<file path="src/hw/calc_pkg.sv">
// shared calculator types; key opcodes 0, 6 and 7 are unused and rejected by the bus port
package calc_pkg;

    // controller states, ENTRY_A is the reset state
    typedef enum logic [3:0] {
        ENTRY_A,
        SCALE_A,
        ADD_DIGIT_A,
        ENTRY_B,
        SCALE_B,
        ADD_DIGIT_B,
        EXECUTE,
        WAIT_EXEC,
        SHOW
    } calc_state_t;

    // operator key codes as written to REG_OP
    typedef enum logic [2:0] {
        OP_NEG = 3'd1,
        OP_ADD = 3'd2,
        OP_SUB = 3'd3,
        OP_MUL = 3'd4,
        OP_EQ  = 3'd5
    } key_op_t;

    // one key press, port to controller
    // op is only meaningful when is_digit is low
    typedef struct packed {
        logic    valid;
        logic    is_digit;
        logic [3:0] digit;
        key_op_t op;
    } key_cmd_t;

    // apb byte offsets
    localparam logic [3:0] REG_KEY    = 4'h0;
    localparam logic [3:0] REG_OP     = 4'h4;
    localparam logic [3:0] REG_STATUS = 4'h8;
    localparam logic [3:0] REG_RESULT = 4'hC;

endpackage

</file>
<file path="src/hw/sm_addsub.sv">
// sign-magnitude add/subtract, magnitude wraps modulo 2**(WIDTH-1), one start per two cycles
`timescale 1ns/1ps

module sm_addsub #(
    parameter int WIDTH = 16
) (
    input  logic             clk,
    input  logic             nRST,
    input  logic             start,
    input  logic             sub,
    input  logic [WIDTH-1:0] a,
    input  logic [WIDTH-1:0] b,
    output logic [WIDTH-1:0] out,
    output logic             finish
);

    localparam int MW = WIDTH - 1;

    logic          a_sign;
    logic          b_sign;
    logic [MW-1:0] a_mag;
    logic [MW-1:0] b_mag;
    logic [MW-1:0] mag;
    logic          sign;

    assign a_sign = a[WIDTH-1];
    // subtraction is addition of b with its sign flipped
    assign b_sign = b[WIDTH-1] ^ sub;
    assign a_mag  = a[MW-1:0];
    assign b_mag  = b[MW-1:0];

    always_comb begin
        if (a_sign == b_sign) begin
            mag  = a_mag + b_mag;
            sign = a_sign;
        end else if (a_mag >= b_mag) begin
            mag  = a_mag - b_mag;
            sign = a_sign;
        end else begin
            mag  = b_mag - a_mag;
            sign = b_sign;
        end
    end

    always_ff @(posedge clk or negedge nRST) begin
        if (!nRST) begin
            out    <= '0;
            finish <= 1'b0;
        end else begin
            finish <= start;
            if (start) begin
                // zero always leaves as positive
                out <= {sign & (|mag), mag};
            end
        end
    end

    // the controller must not restart the unit while a result is being handed back
    a_start_idle: assert property (@(posedge clk) disable iff (!nRST) start |-> !finish);

endmodule

</file>
<file path="src/hw/seq_multiplier.sv">
// shift-add sign-magnitude multiply, keeps low WIDTH-1 product bits, needs WIDTH >= 4
`timescale 1ns/1ps

module seq_multiplier #(
    parameter int WIDTH = 16
) (
    input  logic             clk,
    input  logic             nRST,
    input  logic             start,
    input  logic [WIDTH-1:0] a,
    input  logic [WIDTH-1:0] b,
    output logic [WIDTH-1:0] out,
    output logic             finish
);

    localparam int MW = WIDTH - 1;
    localparam int CW = $clog2(WIDTH);

    logic          running;
    logic [CW-1:0] bit_cnt;
    logic [MW-1:0] mcand;
    logic [MW-1:0] mplier;
    logic [MW-1:0] acc;
    logic [MW-1:0] acc_next;
    logic          sign;

    // one multiplier bit per cycle, upper product bits fall off
    assign acc_next = acc + (mplier[0] ? mcand : '0);

    always_ff @(posedge clk or negedge nRST) begin
        if (!nRST) begin
            running <= 1'b0;
            bit_cnt <= '0;
            finish  <= 1'b0;
            out     <= '0;
        end else begin
            finish <= 1'b0;
            if (start && !running) begin
                // bit 0 is consumed on the start edge
                running <= 1'b1;
                bit_cnt <= CW'(1);
            end else if (running) begin
                bit_cnt <= bit_cnt + CW'(1);
                if (bit_cnt == CW'(MW - 1)) begin
                    running <= 1'b0;
                    finish  <= 1'b1;
                    out     <= {sign & (|acc_next), acc_next};
                end
            end
        end
    end

    // datapath
    always_ff @(posedge clk) begin
        if (start && !running) begin
            acc    <= b[0] ? a[MW-1:0] : '0;
            mcand  <= a[MW-1:0] << 1;
            mplier <= b[MW-1:0] >> 1;
            sign   <= a[WIDTH-1] ^ b[WIDTH-1];
        end else if (running) begin
            acc    <= acc_next;
            mcand  <= mcand << 1;
            mplier <= mplier >> 1;
        end
    end

    a_start_idle: assert property (@(posedge clk) disable iff (!nRST) start |-> !running);

    // fixed latency, the controller's digit timing depends on it
    a_latency: assert property (@(posedge clk) disable iff (!nRST)
        start && !running |-> ##(WIDTH-1) finish);

endmodule

</file>
<file path="src/hw/calc_controller.sv">
// keypad entry FSM; one operator per calculation, operands reset to +0 after each result
`timescale 1ns/1ps

module calc_controller #(
    parameter int WIDTH = 16
) (
    input  logic               clk,
    input  logic               nRST,
    input  calc_pkg::key_cmd_t cmd,
    output logic               cmd_ready,
    output logic               busy,
    output logic               done,
    output logic [WIDTH-1:0]   result,
    output logic               as_start,
    output logic               as_sub,
    output logic [WIDTH-1:0]   as_a,
    output logic [WIDTH-1:0]   as_b,
    input  logic [WIDTH-1:0]   as_out,
    input  logic               as_finish,
    output logic               mul_start,
    output logic [WIDTH-1:0]   mul_a,
    output logic [WIDTH-1:0]   mul_b,
    input  logic [WIDTH-1:0]   mul_out,
    input  logic               mul_finish
);

    localparam int MW = WIDTH - 1;
    localparam logic [WIDTH-1:0] TEN = WIDTH'(10);

    calc_pkg::calc_state_t state;
    calc_pkg::key_op_t     oper;
    logic [WIDTH-1:0]      op_a;
    logic [WIDTH-1:0]      op_b;
    logic [3:0]            digit_q;
    logic                  accept;
    logic                  in_a;
    logic                  exec_mul;
    logic                  unit_finish;

    // build a value and fold negative zero to positive
    function automatic logic [WIDTH-1:0] fold(input logic s, input logic [MW-1:0] m);
        return {s & (|m), m};
    endfunction

    assign cmd_ready   = (state == calc_pkg::ENTRY_A) || (state == calc_pkg::ENTRY_B);
    assign busy        = !cmd_ready;
    assign accept      = cmd.valid && cmd_ready;
    assign in_a        = (state == calc_pkg::ENTRY_A);
    assign exec_mul    = (oper == calc_pkg::OP_MUL);
    assign unit_finish = exec_mul ? mul_finish : as_finish;

    assign as_a   = op_a;
    assign as_b   = op_b;
    assign as_sub = (oper == calc_pkg::OP_SUB);

    // multiplier is shared: times ten while scaling, op_a * op_b on execute
    always_comb begin
        mul_a = op_a;
        mul_b = op_b;
        if (state == calc_pkg::SCALE_A) begin
            mul_b = TEN;
        end else if (state == calc_pkg::SCALE_B) begin
            mul_a = op_b;
            mul_b = TEN;
        end
    end

    always_ff @(posedge clk) begin
        if (accept && cmd.is_digit) begin
            digit_q <= cmd.digit;
        end
    end

    always_ff @(posedge clk or negedge nRST) begin
        if (!nRST) begin
            state     <= calc_pkg::ENTRY_A;
            oper      <= calc_pkg::OP_ADD;
            op_a      <= '0;
            op_b      <= '0;
            done      <= 1'b0;
            result    <= '0;
            as_start  <= 1'b0;
            mul_start <= 1'b0;
        end else begin
            as_start  <= 1'b0;
            mul_start <= 1'b0;
            if (accept) begin
                done <= 1'b0;
            end
            case (state)
                calc_pkg::ENTRY_A, calc_pkg::ENTRY_B: begin
                    if (accept && cmd.is_digit) begin
                        // start pulse lands in the first scale cycle
                        mul_start <= 1'b1;
                        state     <= in_a ? calc_pkg::SCALE_A : calc_pkg::SCALE_B;
                    end else if (accept) begin
                        case (cmd.op)
                            calc_pkg::OP_NEG: begin
                                if (in_a) begin
                                    op_a <= fold(!op_a[WIDTH-1], op_a[MW-1:0]);
                                end else begin
                                    op_b <= fold(!op_b[WIDTH-1], op_b[MW-1:0]);
                                end
                            end
                            calc_pkg::OP_ADD, calc_pkg::OP_SUB, calc_pkg::OP_MUL: begin
                                oper  <= cmd.op;
                                state <= calc_pkg::ENTRY_B;
                            end
                            calc_pkg::OP_EQ: begin
                                // equal without an operator does nothing
                                if (!in_a) begin
                                    state <= calc_pkg::EXECUTE;
                                end
                            end
                            default: ;
                        endcase
                    end
                end
                calc_pkg::SCALE_A: begin
                    if (mul_finish) begin
                        op_a  <= mul_out;
                        state <= calc_pkg::ADD_DIGIT_A;
                    end
                end
                calc_pkg::ADD_DIGIT_A: begin
                    op_a  <= fold(op_a[WIDTH-1], op_a[MW-1:0] + MW'(digit_q));
                    state <= calc_pkg::ENTRY_A;
                end
                calc_pkg::SCALE_B: begin
                    if (mul_finish) begin
                        op_b  <= mul_out;
                        state <= calc_pkg::ADD_DIGIT_B;
                    end
                end
                calc_pkg::ADD_DIGIT_B: begin
                    op_b  <= fold(op_b[WIDTH-1], op_b[MW-1:0] + MW'(digit_q));
                    state <= calc_pkg::ENTRY_B;
                end
                calc_pkg::EXECUTE: begin
                    as_start  <= !exec_mul;
                    mul_start <= exec_mul;
                    state     <= calc_pkg::WAIT_EXEC;
                end
                calc_pkg::WAIT_EXEC: begin
                    if (unit_finish) begin
                        done  <= 1'b1;
                        state <= calc_pkg::SHOW;
                    end
                end
                calc_pkg::SHOW: begin
                    result <= exec_mul ? mul_out : as_out;
                    op_a   <= '0;
                    op_b   <= '0;
                    state  <= calc_pkg::ENTRY_A;
                end
                default: state <= calc_pkg::ENTRY_A;
            endcase
        end
    end

    // a key held during a busy state is not taken, operator and pending digit stay put
    a_busy_no_take: assert property (@(posedge clk) disable iff (!nRST)
        busy && cmd.valid |=> $stable(oper) && $stable(digit_q));

    // digit step: launch, WIDTH-1 multiply cycles, digit add, then ready again
    a_digit_time: assert property (@(posedge clk) disable iff (!nRST)
        accept && cmd.is_digit |-> ##(WIDTH+1) !cmd_ready ##1 cmd_ready);

endmodule

</file>
<file path="src/hw/apb_key_port.sv">
// APB3 slave; KEY and OP are write-only, STATUS and RESULT read-only, others raise PSLVERR
`timescale 1ns/1ps

module apb_key_port #(
    parameter int WIDTH = 16
) (
    input  logic               clk,
    input  logic               nRST,
    input  logic               psel,
    input  logic               penable,
    input  logic               pwrite,
    input  logic [3:0]         paddr,
    input  logic [WIDTH-1:0]   pwdata,
    output logic [WIDTH-1:0]   prdata,
    output logic               pready,
    output logic               pslverr,
    output calc_pkg::key_cmd_t cmd,
    input  logic               cmd_ready,
    input  logic               busy,
    input  logic               done,
    input  logic [WIDTH-1:0]   result
);

    logic             setup;
    logic             access;
    logic             key_ok;
    logic             op_ok;
    logic             wr_cmd;
    logic             wr_err;
    logic             rd_err_q;
    logic [WIDTH-1:0] rdata_q;

    assign setup  = psel && !penable;
    assign access = psel && penable;

    // key code checks on the full write word
    assign key_ok = pwdata <= WIDTH'(9);
    assign op_ok  = (pwdata >= WIDTH'(calc_pkg::OP_NEG)) && (pwdata <= WIDTH'(calc_pkg::OP_EQ));
    assign wr_cmd = pwrite && (((paddr == calc_pkg::REG_KEY) && key_ok) ||
                               ((paddr == calc_pkg::REG_OP) && op_ok));
    assign wr_err = pwrite && !wr_cmd;

    assign cmd.valid    = access && wr_cmd;
    assign cmd.is_digit = (paddr == calc_pkg::REG_KEY);
    assign cmd.digit    = pwdata[3:0];
    assign cmd.op       = calc_pkg::key_op_t'(pwdata[2:0]);

    // key writes wait for the controller, everything else completes at once
    assign pready  = access && (!wr_cmd || cmd_ready);
    assign pslverr = access && (pwrite ? wr_err : rd_err_q);
    assign prdata  = (access && !pwrite) ? rdata_q : '0;

    // read data captured in the setup phase
    always_ff @(posedge clk or negedge nRST) begin
        if (!nRST) begin
            rdata_q  <= '0;
            rd_err_q <= 1'b0;
        end else if (setup && !pwrite) begin
            case (paddr)
                calc_pkg::REG_STATUS: begin
                    rdata_q  <= {{(WIDTH-2){1'b0}}, done, busy};
                    rd_err_q <= 1'b0;
                end
                calc_pkg::REG_RESULT: begin
                    rdata_q  <= result;
                    rd_err_q <= 1'b0;
                end
                default: begin
                    rdata_q  <= '0;
                    rd_err_q <= 1'b1;
                end
            endcase
        end
    end

    a_err_ready: assert property (@(posedge clk) disable iff (!nRST) pslverr |-> pready);

    // a stalled key must be held by the host until the controller takes it
    a_cmd_hold: assert property (@(posedge clk) disable iff (!nRST)
        cmd.valid && !cmd_ready |=> cmd.valid && $stable(cmd));

endmodule

</file>
<file path="src/hw/calc_top.sv">
// calculator top level; WIDTH sets the word size, sign bit plus WIDTH-1 magnitude bits
`timescale 1ns/1ps

module calc_top #(
    parameter int WIDTH = 16
) (
    input  logic             clk,
    input  logic             nRST,
    input  logic             psel,
    input  logic             penable,
    input  logic             pwrite,
    input  logic [3:0]       paddr,
    input  logic [WIDTH-1:0] pwdata,
    output logic [WIDTH-1:0] prdata,
    output logic             pready,
    output logic             pslverr
);

    calc_pkg::key_cmd_t cmd;
    logic               cmd_ready;
    logic               busy;
    logic               done;
    logic [WIDTH-1:0]   result;
    logic               as_start;
    logic               as_sub;
    logic [WIDTH-1:0]   as_a;
    logic [WIDTH-1:0]   as_b;
    logic [WIDTH-1:0]   as_out;
    logic               as_finish;
    logic               mul_start;
    logic [WIDTH-1:0]   mul_a;
    logic [WIDTH-1:0]   mul_b;
    logic [WIDTH-1:0]   mul_out;
    logic               mul_finish;

    apb_key_port #(.WIDTH(WIDTH)) port_i (
        .clk(clk), .nRST(nRST),
        .psel(psel), .penable(penable), .pwrite(pwrite),
        .paddr(paddr), .pwdata(pwdata),
        .prdata(prdata), .pready(pready), .pslverr(pslverr),
        .cmd(cmd), .cmd_ready(cmd_ready),
        .busy(busy), .done(done), .result(result)
    );

    calc_controller #(.WIDTH(WIDTH)) ctrl_i (
        .clk(clk), .nRST(nRST),
        .cmd(cmd), .cmd_ready(cmd_ready),
        .busy(busy), .done(done), .result(result),
        .as_start(as_start), .as_sub(as_sub), .as_a(as_a), .as_b(as_b),
        .as_out(as_out), .as_finish(as_finish),
        .mul_start(mul_start), .mul_a(mul_a), .mul_b(mul_b),
        .mul_out(mul_out), .mul_finish(mul_finish)
    );

    sm_addsub #(.WIDTH(WIDTH)) addsub_i (
        .clk(clk), .nRST(nRST),
        .start(as_start), .sub(as_sub), .a(as_a), .b(as_b),
        .out(as_out), .finish(as_finish)
    );

    seq_multiplier #(.WIDTH(WIDTH)) mul_i (
        .clk(clk), .nRST(nRST),
        .start(mul_start), .a(mul_a), .b(mul_b),
        .out(mul_out), .finish(mul_finish)
    );

endmodule

</file>
<file path="config.mk">
export PLATFORM = sky130hd
export DESIGN_NAME = calc_top
export DESIGN_NICKNAME = d
export VERILOG_FILES = /design/src/hw/calc_pkg.sv /design/src/hw/sm_addsub.sv /design/src/hw/seq_multiplier.sv /design/src/hw/calc_controller.sv /design/src/hw/apb_key_port.sv /design/src/hw/calc_top.sv
export SDC_FILE = /design/constraint.sdc
export NUM_CORES = 1
export LEC_CHECK = 0
export ABC_AREA = 1
export BUFFER_PORTS_ARGS = -buffer_cell sky130_fd_sc_hd__buf_2
export CAP_MARGIN = 20
export CORE_MARGIN = 10
export CORE_UTILIZATION = 25
export CTS_BUF_LIST = sky130_fd_sc_hd__clkbuf_4 sky130_fd_sc_hd__clkbuf_8
export DETAILED_ROUTE_END_ITERATION = 8
export PLACE_DENSITY_LB_ADDON = 0.12
export SETUP_SLACK_MARGIN = 0.05
export SLEW_MARGIN = 20
export SYNTH_ARGS = -nofsm -noshare
export SYNTH_HDL_FRONTEND = slang
export SYNTH_SLANG_ARGS = --single-unit
</file>
<file path="constraint.sdc">
create_clock -name clk -period 3 [get_ports clk]
set_input_delay 0.3 -clock clk [delete_from_list [all_inputs] [get_ports clk]]
set_output_delay 0.3 -clock clk [all_outputs]
set_load 0.01 [all_outputs]
</file>
==> results of run 1 <==
==> cell type report <==
cell class,instances,share of cell area
Timing Repair Buffer,109,0.0542
Clock buffer,17,0.0173
Tap cell,607,0.0561
Clock inverter,15,0.00953
Sequential cell,162,0.318
Multi-Input combinational cell,1221,0.480
Inverter,235,0.0655
==> worst paths after layout <==
kind                       slack [ps]                end             start  cells past startpoint
max reg2reg                       250   addsub_i.out[15]    ctrl_i.as_b[0]                     20
min reg2reg                       500   mul_i.bit_cnt[3]  mul_i.bit_cnt[3]                      1
min                                40  ctrl_i.digit_q[0]         pwdata[0]                      1
max                               250   addsub_i.out[15]    ctrl_i.as_b[0]                     20
min in group asynchronous         360   mul_i.bit_cnt[0]              nRST                      2
max in group asynchronous        1840    ctrl_i.as_b[11]              nRST                      3
==> where the power goes <==
part | switching [W] | total (W) | internal (W) | leakage [nW]
sequential | 0.000260 | 0.00287 | 0.00261 | 1.88
clock | 0.000980 | 0.00157 | 0.000592 | 0.178
combinational | 0.00648 | 0.00963 | 0.00315 | 4.48
==> metrics by stage <==
stage	cells	area, sq um	setup WS (ps)
5_1_grt	2366	13500	52.5
6_report	2366	13500	253
4_1_cts	2366	13500	94.1
3_5_place_dp	2332	13100	131
3_3_place_gp	2332	13100	72.9
2_1_floorplan	1672	11900	452
==> kinds of logic (layout without fill, tap and decap cells) <==
logic type,Yosys count,count (layout)
mux,1,1
simple gates,812,812
flops,162,162
compound gates,286,286
buf+inv,289,376
fa+ha+maj,72,72
xor+xnor,50,50
==> synth_stat cells (3+ instances only) <==
master | n | area, sq um
a21boi_0 | 3 | 22.5
nor2_4 | 3 | 33.8
buf_4 | 5 | 37.5
dfrtp_1 | 113 | 2830
nor4_1 | 10 | 62.6
fa_1 | 6 | 120
inv_1 | 221 | 830
nand2_1 | 482 | 1810
a22oi_1 | 15 | 113
xor2_1 | 40 | 350
nand3b_1 | 4 | 30.0
or2_2 | 8 | 50.1
nor2_2 | 7 | 43.8
o2111ai_1 | 3 | 26.3
o21ai_0 | 114 | 571
ha_1 | 66 | 826
clkbuf_1 | 33 | 124
inv_2 | 13 | 48.8
o22ai_1 | 34 | 213
nor3_1 | 14 | 70.1
a31oi_1 | 24 | 150
nand4_1 | 27 | 169
nor2_1 | 153 | 574
buf_2 | 4 | 20.0
xnor2_1 | 10 | 87.6
nand2_2 | 12 | 75.1
buf_6 | 9 | 101
nand3_1 | 84 | 420
nand2_4 | 3 | 33.8
a21oi_1 | 78 | 390
edfxtp_1 | 48 | 1440
==> per-layer routing <==
metal | share of wire | wire length [um] | vias to the layer above
met5 | 0.00030 | 13 | -
met4 | 0.011 | 476 | 2
met3 | 0.030 | 1300 | 34
met2 | 0.46 | 20100 | 201
met1 | 0.50 | 22200 | 5230
li1 | - | - | 5582
==> state kept, by name, summed over array words and instances (netlist names), 3 cells and up <==
signal          flops
port_i.rdata_q     16
ctrl_i.state        4
addsub_i.out       16
mul_i.acc          15
mul_i.mplier       14
ctrl_i.as_b        16
mul_i.bit_cnt       4
mul_i.out          16
ctrl_i.digit_q      4
ctrl_i.as_a        16
mul_i.mcand        14
ctrl_i.oper         3
ctrl_i.result      16
==> what timing repair did <==
action / CTS / global route
hold endpoints to repair: 39 / 0
gates resized for setup: 0 / 23
endpoints found under the setup margin: 0 / 8
hold buffers: 2 / 0
==> worst max-delay path, stage by stage, from the launching register on <==
cell     delay (ps)
dfrtp_1         470
inv_1           120
ha_1            150
inv_1            90
fa_1            480
nand3_1         120
nand3_2         140
nand2_1         120
nand3_1          80
nand2_1          60
nand2_1          70
nand2_1          70
nand2_1          40
nand2_1          70
nand2_1          60
nor2_1          100
nand2_1          60
nor2_1          140
nand2_1          80
nand2_1          60
nand2_1          50
==> key figures, run 1 <==
Setup path
  • CP arrival: roughly 3200 ps
  • Critical Path Fanout Max: 5
  • CP Capture Type: flop
  • Worst endpoint required time: about 3400 ps
  • Worst setup path class: reg2reg
  • Critical Path Source Type: flop

Yosys
  • Post-Synth Adder-Cell Area: 0.0795
  • Simple-Gate Fraction of Synth Area: 0.287
  • Post-synthesis mux area share: 0.000842
  • Xor/xnor share of the synthesized area: 0.0368
  • Share of synthesized flip-flops with an asynchronous set or reset: 0.704
  • Distinct cells, synth: 50
  • Net Count, Synth: between 1500 and 2000
  • Post-synthesis sequential area ratio: 0.361
  • Post-synthesis compound-gate area fraction: 0.135
  • Largest family of logic cells by synthesized area: simple AND/OR/NAND/NOR gates
  • Mean Syn Cell Area: 7.11 sq um
  • Ys flop type: dfrtp_1
  • Synth Cell Area: approximately 0.012 sq mm
  • Number of synthesized flops with an enable pin: 48
  • Post-synthesis cell count: between 1500 and 2000
  • Count of warnings emitted by yosys: 0
  • #FFs+latches synth: between 150 and 200

Final layout
  • Final Util: 0.289
  • Fillers: approximately 5200
  • Area grow syn2layout: 13.7%
  • Antenna fix cells: 0
  • Area of the multi-input gates: about 0.0065 sq mm
  • Commonest non-fill, non-tap cell in the layout: nand2_1
  • Most frequent cells in the layout: 482 x nand2_1, 219 x inv_1, 151 x nor2_1
  • Register area: about 0.0043 sq mm
  • Final nets: around 1800
  • Fraction of layout cells with a size suffix above 1: 0.119

Timing
  • Final Hold Viols: 0
  • RSZ-0062 raised after global routing: no
  • Worst slew pin tran: approximately 900 ps
  • Normalized max-slew margin: 0.397
  • Post-route clock period utilization: 0.916
  • Hold Worst Slack: around 39 ps
  • Setup TNS: 0 ps
  • Clock Skews: about 16 ps
  • Final min period: between 2000 and 3000 ps
  • Slew Limit Fails: 0
  • F_max: ~360 MHz
  • Count of final setup violators: 0

GRT
  • Most used routing layer in global routing: met2
  • Antenna violations before repair: 1
  • GRT Util Overall: 0.156
  • Met3 usage: 0.0204
  • Met1 usage: 0.220
  • Vias in the first global route: 11100
  • GR Util met2: 0.249
  • First-pass GRT wire length: 67900 um
  • GR Overflow Total: 0
  • Largest net degree at the start of global routing: 43

Routing
  • Via Count: around 11000
  • Vias per cell: about 4.7
  • DRC errors left: 0
  • WL final: 44000 um
  • Antenna-violating nets left: 0
  • Wirelength per Cell: around 19 um
  • DRT Pass-1 Iters: 5
  • Iteration-0 DRC Markers: about 700

Pwr
  • Static Leak: 6.53 nW
  • P per Cell Area: about 1000 mW/mm^2
  • Final Power: ~0.014 W
  • Max VDD drop: between 0.3 and 0.4 mV

Placement
  • Number of I/O port buffers: 42
  • Post-DP HPWL: 35400 um
  • GP Congestion: around 0.9

Floorplan
  • FP Rows: 79
  • Die W: 238 um
  • Die area: approximately 0.057 sq mm
  • Initial Utilization: 0.254
  • Chip height: about 240 um
  • Ports: 43
  • Core Region: 0.0468 sq mm

Clock tree
  • Max clock buf depth: 2
  • Clock buffer count from CTS: 17
  • Clock transition at path regs: approximately 100 ps
  • CTS Root Cell: clkbuf_8
  • Clock Sinks: ~160
  • Worst skew pair latency: about 500 ps
  • Number of setup buffers added after CTS: 0
  • H-Tree Depth: 4
  • CTS tree: built

Run status
  • Status: finished clean

Hold path
  • Type of the tightest min-delay check: in2reg

Flow run
  • Max_cap viols: 0
Power figures use the tool's default switching activity.
==> run 2: changes to the inputs <==
--- a/config.mk
+++ b/config.mk
@@ -7,14 +7,14 @@
 export LEC_CHECK = 0
 export ABC_AREA = 1
 export BUFFER_PORTS_ARGS = -buffer_cell sky130_fd_sc_hd__buf_2
-export CAP_MARGIN = 20
+export CAP_MARGIN = 10
 export CORE_MARGIN = 10
 export CORE_UTILIZATION = 25
 export CTS_BUF_LIST = sky130_fd_sc_hd__clkbuf_4 sky130_fd_sc_hd__clkbuf_8
 export DETAILED_ROUTE_END_ITERATION = 8
 export PLACE_DENSITY_LB_ADDON = 0.12
 export SETUP_SLACK_MARGIN = 0.05
-export SLEW_MARGIN = 20
+export SLEW_MARGIN = 40
 export SYNTH_ARGS = -nofsm -noshare
 export SYNTH_HDL_FRONTEND = slang
 export SYNTH_SLANG_ARGS = --single-unit
==> constraint.sdc (replaced) <==
create_clock -name clk -period 2.7 [get_ports clk]
set_input_delay 0.27 -clock clk [delete_from_list [all_inputs] [get_ports clk]]
set_output_delay 0.27 -clock clk [all_outputs]
set_load 0.01 [all_outputs]
==> run 2 against run 1 <==
  * Core utilization grew 2.2 points
  * Clock skew grew 10 ps
  * Wire length grew 0.90%
  * Highest routed layer unchanged
  * Count of clock-buffer cells in the layout rose by 5
==> key figures, run 2 (synthesis gave the netlist of run 1 again) <==
Run status
  • Status: finished clean

Hold path
  • Min-delay src: pwdata[2]
  • Type of the tightest min-delay check: in2reg

Final layout
  • Area grow syn2layout: 22.4%
  • Design Area, Final: 0.0146 sq mm (+7.6%)
  • Fillers: 5179 (-0.38%)
  • Most frequent cells in the layout: 469 x nand2_1, 206 x inv_1, 139 x nor2_1
  • Commonest non-fill, non-tap cell in the layout: nand2_1
  • Final nets: 1916 (+4.0%)
  • Fraction of layout cells with a size suffix above 1: 0.196 (+0.0766)

Setup path
  • Critical Path Fanout Max: 5 (unchanged)
  • CP Capture Type: flop
  • CP arrival: 2900 ps (-250 ps)
  • Critical Path Max Stage Delay: 400 ps (-80 ps)
  • Worst setup path class: reg2reg
  • Critical Path Source Type: flop
  • Worst endpoint required time: 3090 ps (-310 ps)
  • Worst Path Buf+Inv: 3 (+1)
  • Crit-path cells: inv_2 -> ha_2 -> buf_4 -> nor2_2 -> inv_1 -> nor2_4 -> nand4_1 -> nand3_1 -> xor2_1 -> nand2_1 -> nand2_1 -> nor2_1 -> nand2_1 -> nor2_1 -> nand2_1 -> nand2_1 -> nand2_1
  • Most common cell on crit path: nand2_1
  • Delay-heaviest family, CP: simple AND/OR/NAND/NOR gates
  • RR Startpoint: ctrl_i.as_b[7]
  • Slowest CP cell: dfrtp_1
  • Worst setup path start: ctrl_i.as_b[7]

Timing
  • Clock Skews: 26.5 ps (+10.2 ps)
  • RSZ-0062 raised after global routing: yes
  • Worst slew pin tran: 665 ps (-239 ps)
  • Slew Limit Fails: 0 (unchanged)
  • F_max: 398 MHz (+9.3%)
  • Post-route clock period utilization: 0.931 (+0.0153)
  • Final min period: 2510 ps (-233 ps)
  • Final Worst Setup Slack: 186 ps (-66.7 ps)
  • Final Hold Viols: 0 (unchanged)
  • Count of final setup violators: 0 (unchanged)
  • Normalized max-slew margin: 0.557 (+0.160)

Routing
  • Via Count: 11400 (+3.4%)
  • DRC errors left: 0 (unchanged)
  • WL final: 44400 um (+0.90%)
  • Highest metal used: met5
  • Vias per cell: 4.68 (+0.17%)
  • Wirelength per Cell: 18.2 um (-2.3%)
  • DRT Pass-1 Iters: 5 (unchanged)
  • Post-Route M1 WL: 21800 um (-1.7%)
  • Antenna-violating nets left: 0 (unchanged)
  • Met3 wire len: 1790 um (+37%)
  • Routed met2 length: 19700 um (-1.8%)
  • Iteration-0 DRC Markers: 762 (+9.3%)

Clock tree
  • Worst skew pair latency: 500 ps (about the same)
  • Clock Sinks: 162 (unchanged)
  • Max clock buf depth: 2 (unchanged)
  • CTS Root Cell: clkbuf_8
  • Clock buffer count from CTS: 17 (unchanged)
  • Clock transition at path regs: 110 ps (about the same)
  • H-Tree Depth: 4 (unchanged)
  • CTS tree: built

Pwr
  • Static Leak: 6.95 nW (+6.4%)
  • P per Cell Area: 1190 mW/mm^2 (+14%)
  • Final Power: 0.0173 W (+23%)
  • Max VDD drop: 0.436 mV (+32%)

Floorplan
  • Chip height: 238 um (unchanged)
  • Initial Utilization: 0.254 (unchanged)
  • Core Region: 0.0468 sq mm (unchanged)
  • Die area: 0.0567 sq mm (unchanged)
  • FP Rows: 79 (unchanged)
  • Die W: 238 um (unchanged)
  • Ports: 43 (unchanged)

Placement
  • Post-DP HPWL: 35100 um (-0.75%)
  • DP Area: 0.0135 sq mm (+3.1%)
  • Dpl ws: -193 ps (-323 ps)
  • GP Congestion: 0.883 (-1.5%)
  • Number of I/O port buffers: 42 (unchanged)

GRT
  • GRT Util Overall: 0.155 (-0.000422)
  • Largest net degree at the start of global routing: 44 (+2.3%)
  • GR Overflow Total: 0 (unchanged)
  • Vias in the first global route: 11300 (+1.1%)
  • Antenna violations before repair: 7 (+6)
  • First-pass GRT wire length: 67400 um (-0.72%)

Flow run
  • Max_cap viols: 0 (unchanged)
run 2: cell count changes in the layout (fill, tap and decap cells not counted), sizes merged, moves of 3 or more:
cell	delta
diode	+4
clkbuf	+5
buf	+71
clkinv	-4
bufinv	+3
run 2: path summary, 6_finish.rpt:
check | endpoint | depth (start not counted) | slack [ps]
setup / recovery | addsub_i.out[15] | 17 | 190
hold / removal | ctrl_i.digit_q[2] | 1 | 40
setup reg to reg | addsub_i.out[15] | 17 | 190
hold reg to reg | mul_i.out[15] | 2 | 500
max in group asynchronous | mul_i.out[13] | 3 | 1590
min in group asynchronous | mul_i.bit_cnt[2] | 2 | 340
run 2: layout make-up:
cell class              instances  area (sq um)  area share
multi-input cells            1222          6870       0.472
flip-flops and latches        162          4300       0.295
repair buffers                181          1300      0.0890
inverters                     235           886      0.0609
well taps                     607           759      0.0522
clock buffers                  22           297      0.0204
clock inverters                10           146      0.0101
diodes                          4          10.0    0.000688
run 2: routing by layer:
layer	global-route usage	vias up
li1	-	5723
met1	0.216	5406
met2	0.234	235
met3	0.0282	58
met4	0.0608	6
met5	0	-
run 2: power breakdown:
part,internal (W),switching (W),total [W]
Sequential,0.00290,0.000253,0.00315
Combinational,0.00446,0.00766,0.0121
Clock,0.00104,0.00101,0.00205
run 2: per-stage QoR:
step | std cells | utilization | setup TNS [ps] | hold slack, ps
final | 2443 | 0.311 | 0 | 43.5
after detailed placement | 2384 | 0.288 | -292 | 350
after global routing | 2441 | 0.311 | 0 | 4.61
after global placement | 2384 | 0.288 | -350 | 349
after CTS | 2419 | 0.299 | 0 | 0.877
after floorplan | 1672 | - | 0 | -25.6
run 2: repair_timing:
item	in CTS	in global routing
resized for setup	12	110
endpoints found under the hold margin	40	0
setup endpoints to repair	5	12
buffers inserted	0	18
pin swaps	1	19
hold buffers	3	0
gates cloned	0	2
==> run 3: changes to the inputs <==
--- a/config.mk
+++ b/config.mk
@@ -8,7 +8,7 @@
 export ABC_AREA = 1
 export BUFFER_PORTS_ARGS = -buffer_cell sky130_fd_sc_hd__buf_2
 export CAP_MARGIN = 10
-export CORE_MARGIN = 10
+export CORE_MARGIN = 2
 export CORE_UTILIZATION = 25
 export CTS_BUF_LIST = sky130_fd_sc_hd__clkbuf_4 sky130_fd_sc_hd__clkbuf_8
 export DETAILED_ROUTE_END_ITERATION = 8
==> constraint.sdc (replaced) <==
create_clock -name clk -period 2.2 [get_ports clk]
set_input_delay 0.22 -clock clk [delete_from_list [all_inputs] [get_ports clk]]
set_output_delay 0.22 -clock clk [all_outputs]
set_load 0.01 [all_outputs]
==> run 3 against run 2 <==
  * The flow now finishes with violations (negative setup slack)
  * Design area increased by 25%
  * Wire length increased by 4.1%
  * Register-to-register slack got worse by 440 ps
  * Critical endpoint unchanged
  * Largest cell class unchanged
  * Highest routed layer unchanged
==> key figures, run 3 (synthesis gave the netlist of run 1 again) <==
Timing
  • Final min period: 2450 ps (-62.0 ps)
  • Final Hold Viols: 0 (unchanged)
  • Slew Limit Fails: 0 (unchanged)
  • Count of final setup violators: 21 (+21)
  • Normalized max-slew margin: 0.575 (+0.0179)
  • Hold Worst Slack: 111 ps (+67.4 ps)
  • Worst slew pin tran: 637 ps (-27.6 ps)
  • Clock Skews: 21.9 ps (-4.58 ps)
  • Post-route clock period utilization: 1.11 (+0.183)
  • Final Worst Setup Slack: -252 ps (-438 ps)
  • F_max: 408 MHz (+2.5%)
  • RSZ-0062 raised after global routing: yes

Setup path
  • Most common cell on crit path: nand2_1
  • Critical Path Max Stage Delay: 420 ps (+20 ps)
  • Critical Path Source Type: flop
  • Crit-path cells: buf_4 -> ha_4 -> inv_2 -> fa_2 -> buf_6 -> nand2_4 -> nand3_4 -> nand2_2 -> nand2_1 -> nand2_1 -> nand2_1 -> nand2_1 -> nand2_2 -> a21oi_4 -> buf_6 -> nand2_1 -> nor2_2 -> nand2_1 -> nand2_1 -> nand2_1
  • Worst endpoint required time: 2610 ps (-480 ps)
  • Worst setup path class: reg2reg
  • CP Capture Type: flop
  • Critical Path Fanout Max: 4 (-1)
  • CP arrival: 2860 ps (-40 ps)
  • Slowest CP cell: dfrtp_2
  • Reg2reg path depth: 20 (+3)

Floorplan
  • Initial Utilization: 0.254 (unchanged)
  • FP Rows: 79 (unchanged)
  • Die area: 0.0493 sq mm (-13%)
  • Ports: 43 (unchanged)
  • Core Region: 0.0468 sq mm (unchanged)
  • Chip height: 222 um (-6.7%)
  • Die W: 222 um (-6.7%)

Routing
  • Wirelength per Cell: 17.2 um (-5.6%)
  • Iteration-0 DRC Markers: 509 (-33%)
  • Via Count: 12400 (+8.6%)
  • Antenna-violating nets left: 0 (unchanged)
  • DRC errors left: 0 (unchanged)
  • Vias per cell: 4.61 (-1.4%)
  • DRT Pass-1 Iters: 6 (+1)
  • WL final: 46200 um (+4.1%)

Flow run
  • Max_cap viols: 0 (unchanged)

Final layout
  • Final Util: 0.390 (+0.0782)
  • Antenna fix cells: 0 (-4)
  • Final nets: 2170 (+13%)
  • Fillers: 4810 (-7.1%)
  • Most frequent cells in the layout: 377 x nand2_1, 323 x buf_4, 181 x inv_1
  • Fraction of layout cells with a size suffix above 1: 0.412 (+0.216)
  • Area grow syn2layout: 53.1%
  • Commonest non-fill, non-tap cell in the layout: nand2_1

Placement
  • Number of I/O port buffers: 42 (unchanged)
  • GP Congestion: 0.856 (-3.1%)
  • Post-DP HPWL: 36300 um (+3.4%)

Pwr
  • Psw: 0.0133 W (+49%)
  • Combinational power share: 0.769 (+0.069)
  • Clock power share: 0.090 (-0.028)
  • Seq pwr share: 0.141 (-0.041)
  • P_int: 0.0146 W (+74%)
  • Switching Share: 0.477 (-0.0386)
  • P per Cell Area: 1530 mW/mm^2 (+29%)
  • Static Leak: 8.55 nW (+23%)
  • Final Power: 0.0279 W (+61%)
  • Max VDD drop: 0.556 mV (+28%)

Clock tree
  • Clock Sinks: 162 (unchanged)
  • Max clock buf depth: 2 (unchanged)
  • CTS tree: built
  • Clock transition at path regs: 90 ps (-20 ps)
  • Worst skew pair latency: 520 ps (+20 ps)
  • H-Tree Depth: 4 (unchanged)
  • Clock buffer count from CTS: 17 (unchanged)
  • CTS Root Cell: clkbuf_8

GRT
  • First-pass GRT wire length: 71300 um (+5.7%)
  • Vias in the first global route: 12300 (+9.1%)
  • GR Overflow Total: 0 (unchanged)
  • Antenna violations before repair: 1 (-6)
  • GRT Util Overall: 0.188 (+0.0328)
  • Largest net degree at the start of global routing: 43 (-2.3%)

Run status
  • Failing checks: negative setup slack
  • Status: complete, but fails checks

Hold path
  • Hold depth: 4 (+3)
  • Type of the tightest min-delay check: in2reg
==> run 3: cell count changes in the layout (fill, tap and decap cells not counted), moves of 18 or more <==
cell	previous run	this run
ha_4	14	37
o21ai_0	108	84
nand2_4	4	34
inv_1	206	181
a21oi_1	70	52
buf_4	133	323
buf_6	2	53
nand2_2	25	86
nand2_1	469	377
nor2_1	139	117
inv_2	27	45
nand3_1	77	52
ha_1	45	27
==> run 3: final timing paths <==
kind	from	to	slack, ps
min	paddr[2]	port_i.rdata_q[1]	110
min reg2reg	mul_i.bit_cnt[3]	mul_i.bit_cnt[3]	500
max reg2reg	ctrl_i.as_b[0]	addsub_i.out[15]	-250
min in group asynchronous	nRST	mul_i.bit_cnt[1]	200
max in group asynchronous	nRST	ctrl_i.as_start	1330
max	ctrl_i.as_b[0]	addsub_i.out[15]	-250
==> run 3: power by group through the flow <==
stage	Combinational [W]	Clock, W	Sequential, W
final	0.0215	0.00252	0.00393
after global routing	0.0234	0.00272	0.00399
after CTS	0.0193	0.00259	0.00392
after detailed placement	0.0168	0	0.00393
after global placement	0.0169	0	0.00393
after floorplan	0.00903	0	0.00405
==> run 3: per-stage QoR <==
| step | instance area, sq um | TNS [ps] | worst slack, ps | instances |
|---|---|---|---|---|
| after floorplan | 12100 | -78.7 | -73.3 | 1672 |
| after global placement | 15200 | -8680 | -609 | 2585 |
| after detailed placement | 15200 | -9480 | -625 | 2585 |
| after CTS | 17200 | -2040 | -323 | 2662 |
| after global routing | 18200 | -5440 | -425 | 2693 |
| final | 18200 | -1980 | -252 | 2693 |
==> run 3: metal layers <==
layer / up-vias / track usage / routed length (um)
li1: 6242 / - / -
met2: 179 / 0.310 / 21700
met4: 2 / 0.0436 / 810
met3: 47 / 0.0239 / 1220
met1: 5946 / 0.262 / 22500
met5: - / 0 / 18
==> run 3: area by class of cell <==
| class | instances | area, sq um | area share |
|---|---|---|---|
| inverter | 235 | 905 | 0.0497 |
| clock inverter | 14 | 195 | 0.0107 |
| sequential | 162 | 4310 | 0.236 |
| timing repair buffer | 434 | 3510 | 0.193 |
| tap | 607 | 759 | 0.0417 |
| clock buffer | 18 | 248 | 0.0136 |
| multi-input combinational | 1223 | 8290 | 0.455 |
==> run 3: worst max-delay path, delay by kind of cell, from the launching register on <==
| family | cells | cell delay [ps] |
|---|---|---|
| AO/OA/AOI/OAI | 1 | 180 |
| adder cells (fa/ha/maj) | 2 | 510 |
| buffers and inverters | 4 | 450 |
| flip-flops | 1 | 420 |
| AND/OR/NAND/NOR | 13 | 790 |
==> run 3: repair_timing <==
action,4_1_cts,5_1_grt
gates resized for setup,292,209
buffers inserted,45,41
pin swaps,92,117
endpoints found under the hold margin,33,0
setup endpoints to repair,48,74
hold buffers,5,0
cloned,2,0
